[src/design/pipe_pkg.sv]
`default_nettype none

package pipe_pkg;

  // datapath widths
  localparam int XLEN = 64;
  localparam int ILEN = 32;

  // pc or address value
  typedef logic [XLEN-1:0] xlen_t;

  // raw instruction word
  typedef logic [ILEN-1:0] inst_t;

  // 96 bit payload of every pipeline register
  typedef struct packed {
    xlen_t pc;     // fetch address of the instruction
    inst_t instr;  // instruction word as fetched
  } pipe_entry_t;

  // no compressed instructions in this core
  localparam xlen_t INST_BYTES = xlen_t'(4);

  // boot address of the usual riscv memory map
  localparam xlen_t DEFAULT_RESET_PC = 64'h0000_0000_8000_0000;

endpackage : pipe_pkg

`default_nettype wire

[src/design/fetch_pc.sv]
`timescale 1ns/1ps
`default_nettype none

module fetch_pc #(
  parameter pipe_pkg::xlen_t RESET_PC = pipe_pkg::DEFAULT_RESET_PC
) (
  input  wire logic                 clk,
  input  wire logic                 rst_i,

  input  wire logic                 fetch_valid_i,  // instr_i belongs to fetch_pc_o
  input  wire pipe_pkg::inst_t      instr_i,
  input  wire logic                 stall_i,        // whole pipe frozen

  input  wire logic                 redirect_i,     // jump or trap target strobe
  input  wire pipe_pkg::xlen_t      redirect_pc_i,

  output pipe_pkg::xlen_t           fetch_pc_o,
  output pipe_pkg::pipe_entry_t     entry_o,        // into stage 0
  output logic                      entry_valid_o
);

  import pipe_pkg::*;

  xlen_t pc_q;
  logic  accept;

  // a fetch is taken only when nothing else claims this cycle
  // the environment simply shows it again otherwise
  assign accept = fetch_valid_i & ~stall_i & ~redirect_i;

  always_ff @(posedge clk) begin
    if (rst_i) begin
      pc_q <= RESET_PC;
    end else if (redirect_i) begin
      pc_q <= redirect_pc_i;      // taken even while stalled
    end else if (accept) begin
      pc_q <= pc_q + INST_BYTES;
    end
  end

  assign fetch_pc_o = pc_q;

  // stage 0 input entry
  assign entry_o = '{pc: pc_q, instr: instr_i};
  assign entry_valid_o = accept;

endmodule : fetch_pc

`default_nettype wire

[src/design/pipe_ctrl.sv]
`timescale 1ns/1ps
`default_nettype none

module pipe_ctrl #(
  parameter int unsigned NUM_STAGES  = 4,
  parameter int unsigned FLUSH_DEPTH = 2
) (
  input  wire logic                  ls_busy_i,   // load/store not done yet
  input  wire logic                  redirect_i,

  output logic [NUM_STAGES-1:0]      advance_o,
  output logic [NUM_STAGES-1:0]      flush_o,
  output logic                       stall_o      // to the fetch counter
);

  // memory busy freezes every stage and the fetch side together
  assign stall_o   = ls_busy_i;
  assign advance_o = {NUM_STAGES{~ls_busy_i}};

  // stage 0 is the youngest, index NUM_STAGES-1 the oldest
  //
  // on a redirect the entries now sitting in the FLUSH_DEPTH youngest
  // stages are killed. when the pipe moves, the one stage just above
  // that window would pick up a killed entry, so it is cleared too.
  // when the pipe is frozen it keeps its own older entry
  always_comb begin
    for (int k = 0; k < NUM_STAGES; k++) begin
      if (k < FLUSH_DEPTH) begin
        flush_o[k] = redirect_i;
      end else if (k == FLUSH_DEPTH) begin
        flush_o[k] = redirect_i & ~ls_busy_i;  // input came from a dead stage
      end else begin
        flush_o[k] = 1'b0;
      end
    end
  end

endmodule : pipe_ctrl

`default_nettype wire

[src/design/stage_reg.sv]
`timescale 1ns/1ps
`default_nettype none

module stage_reg (
  input  wire logic                   clk,
  input  wire logic                   rst_i,

  input  wire logic                   advance_i,  // take the younger stage's entry
  input  wire logic                   flush_i,    // drop whatever ends up here

  input  wire pipe_pkg::pipe_entry_t  entry_i,
  input  wire logic                   valid_i,

  output pipe_pkg::pipe_entry_t       entry_o,
  output logic                        valid_o
);

  import pipe_pkg::*;

  pipe_entry_t entry_q;
  logic        valid_q;

  // flush wins over advance for the valid bit
  always_ff @(posedge clk) begin
    if (rst_i) begin
      valid_q <= 1'b0;
    end else if (flush_i) begin
      valid_q <= 1'b0;
    end else if (advance_i) begin
      valid_q <= valid_i;
    end
  end

  // payload just follows advance
  always_ff @(posedge clk) begin
    if (advance_i) begin
      entry_q <= entry_i;
    end
  end

  assign entry_o = entry_q;
  assign valid_o = valid_q;

endmodule : stage_reg

`default_nettype wire

[src/design/retire_unit.sv]
`timescale 1ns/1ps
`default_nettype none

module retire_unit #(
  parameter int unsigned CNT_W = 32
) (
  input  wire logic                   clk,
  input  wire logic                   rst_i,

  // oldest stage of the chain
  input  wire pipe_pkg::pipe_entry_t  entry_i,
  input  wire logic                   valid_i,
  input  wire logic                   advance_i,

  // commit trace for difftest
  output logic                        commit_o,
  output pipe_pkg::xlen_t             commit_pc_o,
  output pipe_pkg::inst_t             commit_instr_o,

  output logic [CNT_W-1:0]            retire_count_o
);

  logic [CNT_W-1:0] count_q;

  // an entry retires in the cycle it leaves the last stage
  // one cycle per instruction since the stage empties or refills
  assign commit_o       = valid_i & advance_i;
  assign commit_pc_o    = entry_i.pc;
  assign commit_instr_o = entry_i.instr;

  // retired instruction count that wraps silently
  always_ff @(posedge clk) begin
    if (rst_i) begin
      count_q <= '0;
    end else if (commit_o) begin
      count_q <= count_q + CNT_W'(1);
    end
  end

  assign retire_count_o = count_q;

endmodule : retire_unit

`default_nettype wire

[src/design/core_pipe_top.sv]
`timescale 1ns/1ps
`default_nettype none

module core_pipe_top #(
  parameter pipe_pkg::xlen_t RESET_PC    = pipe_pkg::DEFAULT_RESET_PC,
  parameter int unsigned     NUM_STAGES  = 4,   // id, ex, ls, wb
  parameter int unsigned     FLUSH_DEPTH = 2,   // stages younger than ls
  parameter int unsigned     CNT_W       = 32
) (
  input  wire logic               clk,
  input  wire logic               rst_i,

  // instruction delivery
  input  wire logic               fetch_valid_i,
  input  wire pipe_pkg::inst_t    instr_i,

  // memory side busy stalls all stages
  input  wire logic               ls_busy_i,

  // jump or trap
  input  wire logic               redirect_i,
  input  wire pipe_pkg::xlen_t    redirect_pc_i,

  output pipe_pkg::xlen_t         fetch_pc_o,

  // commit trace
  output logic                    commit_o,
  output pipe_pkg::xlen_t         commit_pc_o,
  output pipe_pkg::inst_t         commit_instr_o,
  output logic [CNT_W-1:0]        retire_count_o
);

  import pipe_pkg::*;

  // chain slot 0 is the fetch output, slot k+1 the output of stage k
  pipe_entry_t             stage_entry [NUM_STAGES+1];
  logic [NUM_STAGES:0]     stage_valid;

  logic [NUM_STAGES-1:0]   advance;
  logic [NUM_STAGES-1:0]   flush;
  logic                    stall;

  fetch_pc #(
    .RESET_PC      (RESET_PC)
  ) u_fetch_pc (
    .clk           (clk),
    .rst_i         (rst_i),
    .fetch_valid_i (fetch_valid_i),
    .instr_i       (instr_i),
    .stall_i       (stall),
    .redirect_i    (redirect_i),
    .redirect_pc_i (redirect_pc_i),
    .fetch_pc_o    (fetch_pc_o),
    .entry_o       (stage_entry[0]),
    .entry_valid_o (stage_valid[0])
  );

  pipe_ctrl #(
    .NUM_STAGES  (NUM_STAGES),
    .FLUSH_DEPTH (FLUSH_DEPTH)
  ) u_pipe_ctrl (
    .ls_busy_i   (ls_busy_i),
    .redirect_i  (redirect_i),
    .advance_o   (advance),
    .flush_o     (flush),
    .stall_o     (stall)
  );

  // id, ex, ls, wb registers with the default depth
  for (genvar k = 0; k < NUM_STAGES; k++) begin : g_stage
    stage_reg u_stage_reg (
      .clk       (clk),
      .rst_i     (rst_i),
      .advance_i (advance[k]),
      .flush_i   (flush[k]),
      .entry_i   (stage_entry[k]),
      .valid_i   (stage_valid[k]),
      .entry_o   (stage_entry[k+1]),
      .valid_o   (stage_valid[k+1])
    );
  end

  // drains the wb register
  retire_unit #(
    .CNT_W          (CNT_W)
  ) u_retire_unit (
    .clk            (clk),
    .rst_i          (rst_i),
    .entry_i        (stage_entry[NUM_STAGES]),
    .valid_i        (stage_valid[NUM_STAGES]),
    .advance_i      (advance[NUM_STAGES-1]),
    .commit_o       (commit_o),
    .commit_pc_o    (commit_pc_o),
    .commit_instr_o (commit_instr_o),
    .retire_count_o (retire_count_o)
  );

endmodule : core_pipe_top

`default_nettype wire

[config.mk]
export PLATFORM = sky130hd
export DESIGN_NAME = core_pipe_top
export DESIGN_NICKNAME = d
export VERILOG_FILES = /design/src/design/pipe_pkg.sv /design/src/design/fetch_pc.sv /design/src/design/pipe_ctrl.sv /design/src/design/stage_reg.sv /design/src/design/retire_unit.sv /design/src/design/core_pipe_top.sv
export SDC_FILE = /design/constraint.sdc
export NUM_CORES = 1
export LEC_CHECK = 0
export BUFFER_PORTS_ARGS = -buffer_cell sky130_fd_sc_hd__buf_4
export CAP_MARGIN = 20
export CORE_MARGIN = 5
export CORE_UTILIZATION = 55
export CTS_CLUSTER_DIAMETER = 80
export DETAILED_ROUTE_END_ITERATION = 8
export PLACE_DENSITY_LB_ADDON = 0.15
export SYNTH_ARGS = -nofsm -noshare
export SYNTH_HDL_FRONTEND = slang
export SYNTH_SLANG_ARGS = --single-unit
[constraint.sdc]
create_clock -name clk -period 18.6 [get_ports clk]
set_input_delay 0 -clock clk [delete_from_list [all_inputs] [get_ports clk]]
set_output_delay 0 -clock clk [all_outputs]
set_load 0.1 [all_outputs]
==> summary.md <==
| Metric | Value |
|---|---|
| Critical Path Start Type | flip-flop |
| Yosys cell types | 55 |
| Final Critical Period | 3259 ps |
| RSZ-0062 raised after global routing | no |
| Slew @ Worst Pin | a little over 1000 ps |
| IO Port Bufs | 293 |
| CP Max Fanout | 17 |
| Overall global routing resource usage | between 20% and 30% |
| VDD IR-drop max | 0.06282 mV |
| CP Class | reg2reg |
| Seq/Total Area, Yosys | around four fifths |
| Number of synthesized flops with an enable pin | 384 |
| DRC Markers | 0 |
| Status | completed |
| Reg-to-reg slack, setup | ~15000 ps |
| Max_cap viols | 0 |
| Via-per-instance ratio | 5.369 |
| Core Util, Final | 73.66% |
| # setup viols final | 0 |
| Clock Path Buffers | 3 |
| Area of the multi-input gates | around 3300 um^2 |
| Worst setup EP type | flip-flop |
| First-pass DRT Iterations | 5 |
| Total CTS buffers | 48 |
| Layout cells sized above 1 | around a quarter |
| Clock root buffer | clkbuf_16 |
| Post-CTS Setup Bufs | 0 |
| Worst Path Required | between 15000 and 20000 ps |
| Synth Flop Type | edfxtp_1 |
| Routed wire length | 37080 um |
| Die Wd | between 150 and 200 um |
| Placed cell count | approximately 1700 |
| Largest net degree at the start of global routing | 139 |
| Area of the core | approximately 30000 um^2 |
| Die Y | about 190 um |
| Design area | roughly 22000 um^2 |
| #FFs+latches synth | around 480 |
| FILL cells | roughly 1900 |
| Starting density of the core | 55.68% |
| Overflow after GRT | 0 |
| Max Slew Vio Count | 0 |
| HPWL after DPL | 23950 um |
| Leakage power | slightly above 8 nW |
| TritonCTS Sinks | 484 |
| Rows | 64 |
| Routed vias | 10410 |
| Highest Clock Rate | about 0.3 GHz |
| Full die area | 34500 um^2 |
| Crit path DAT | approximately 3800 ps |
| Cells after Synth | ~1100 |
| Cell area after synthesis | 16990 um^2 |
| DRT iter0 DRCs | 832 |
| Slew HR | between 30 and 40% |
| Nets | between 1500 and 2000 |
| H-tree depth | 2 |
| # IOs | 294 |
| Drt wl/cell | 19.12 um |
| Gp weighted congestion | between 0.8 and 0.9 |
| Hold WC Path Type | in2reg |
| Post-CTS sizing | 0 |
| Fin cells | 1939 |
| Number of global-route vias before repair | slightly above 10000 |
| Setup TNS | 0 ps |
| Power per cell area | 111.1 nW/um^2 |
| Syn Nets | 1163 |
| Synth-to-Final Area Change | 32.31% |
| Post-route ant nets | 0 |
| Mean area per synthesized cell | 16.02 um^2 |
| CTS clk-pin slew, worst paths | about 60 ps |
| Final hold vios | 0 |
| First-pass GRT wire length | 56350 um |
| Crit share post-route | 17.52% |
| Synth warn | 0 |
| Register area | between 10000 and 15000 um^2 |
| CTS tree | done |
| DP Area | about 20000 um^2 |
| Initial antenna violation count | 1 |
| Final Skew | ~14 ps |
| Asr flop ratio synth | 0% |
| Clk_lat worst skew | 560 ps |
[per-layer routing]
metal,GRT usage [%],share of wire (%)
met1,28.01,41
met2,34.77,49
met3,4.788,7.7
met4,5.887,2.5
met5,0,0
[final cells by class]
cell class	instances	share of cell area (%)
Sequential cell	484	60.22
Timing Repair Buffer	429	15.87
Multi-Input combinational cell	526	14.50
Clock buffer	69	6.102
Tap cell	396	2.205
Clock inverter	21	0.8462
Inverter	13	0.2505
Antenna cell	1	0.01113
[placed cells by master (no fill, tap or decap), types with 12 or more instances in the layout]
| master | n |
|---|---|
| nand2_1 | 50 |
| or4_1 | 12 |
| dfxtp_1 | 100 |
| edfxtp_1 | 384 |
| a311oi_1 | 15 |
| a211oi_1 | 32 |
| nor4_1 | 25 |
| clkbuf_16 | 49 |
| nand4_1 | 26 |
| nand3_1 | 36 |
| or3_1 | 17 |
| a21oi_1 | 21 |
| xor2_1 | 17 |
| nor3_1 | 24 |
| clkbuf_1 | 13 |
| xnor2_1 | 44 |
| buf_4 | 298 |
| and3_1 | 12 |
| dlygate4sd3_1 | 130 |
| nor2_1 | 99 |
[Yosys cell counts (all sizes together), types with 7 or more instances]
master | number | area, um^2
nor2 | 99 | 371.6
xnor2 | 44 | 385.4
clkbuf | 30 | 113.9
nand2 | 50 | 187.7
and3 | 12 | 75.07
a211oi | 32 | 240.2
or4 | 13 | 98.85
and4 | 13 | 118.9
a21oi | 21 | 105.1
a311oi | 15 | 131.4
nor4 | 26 | 168.9
inv | 12 | 45.04
mux2i | 9 | 90.09
nor3 | 24 | 120.1
nand3 | 38 | 207.7
or3 | 18 | 117.6
buf | 7 | 31.28
nand4 | 28 | 196.4
dfxtp | 100 | 2002
o31ai | 9 | 67.56
xor2 | 17 | 148.9
edfxtp | 384 | 11530
o21ai | 10 | 50.05
[report_power, final]
part           switching [mW]  leakage, nW  internal, mW  total [mW]
clock                   0.394        0.753         0.545       0.939
combinational           0.211         2.85        0.0713       0.282
sequential             0.0336         4.63          1.24        1.28
total                   0.639         8.23          1.86        2.50
[worst paths after layout]
path | from | to | cells after the start
hold / removal | redirect_i | g_stage[2].u_stage_reg.valid_o | 4
setup reg to reg | u_fetch_pc.fetch_pc_o[9] | u_fetch_pc.fetch_pc_o[62] | 6
hold reg to reg | g_stage[2].u_stage_reg.entry_o[76] | g_stage[3].u_stage_reg.entry_o[76] | 0
setup / recovery | u_fetch_pc.fetch_pc_o[9] | u_fetch_pc.fetch_pc_o[62] | 6
[worst max-delay path: stages (launching register included)]
cell and delay, ps:
dfxtp_1 450, and4_1 390, nand4_1 310, or3_1 640, or4_1 540, a311oi_1 290
dlygate4sd3_1 580
[kinds of logic (layout without fill, tap and decap cells)]
family	count (synthesis)	in the layout	synth area share, %
flops	484	484	79.67
buf+inv	50	532	1.142
other cells	0	1	0
compound gates	103	103	4.280
simple gates	349	349	10.95
mux	11	11	0.6629
fa+ha+maj	2	2	0.1473
xor+xnor	61	61	3.145
[per-stage QoR]
| step | worst slack [ps] | power (mW) | hold WS, ps |
|---|---|---|---|
| 2_1_floorplan | 10290 | 1.491 | 98.87 |
| 3_3_place_gp | 15580 | 1.551 | 178.6 |
| 3_5_place_dp | 15510 | 1.556 | 179.3 |
| 4_1_cts | 15430 | 2.516 | 1.865 |
| 5_1_grt | 15170 | 2.582 | 48.01 |
| 6_report | 15340 | 2.496 | 18.59 |
[sequential cells by signal, indices dropped and copies added, names as in the netlist]
register / count
g_stage.u_stage_reg.entry_o: 384
u_fetch_pc.fetch_pc_o: 64
u_retire_unit.retire_count_o: 32
g_stage.u_stage_reg.valid_o: 4
[what timing repair did]
item,4_1_cts,5_1_grt
endpoints found under the hold margin,101,0
hold buffers,130,0
setup endpoints to repair,0,0
(Power assumes the default switching activity.)
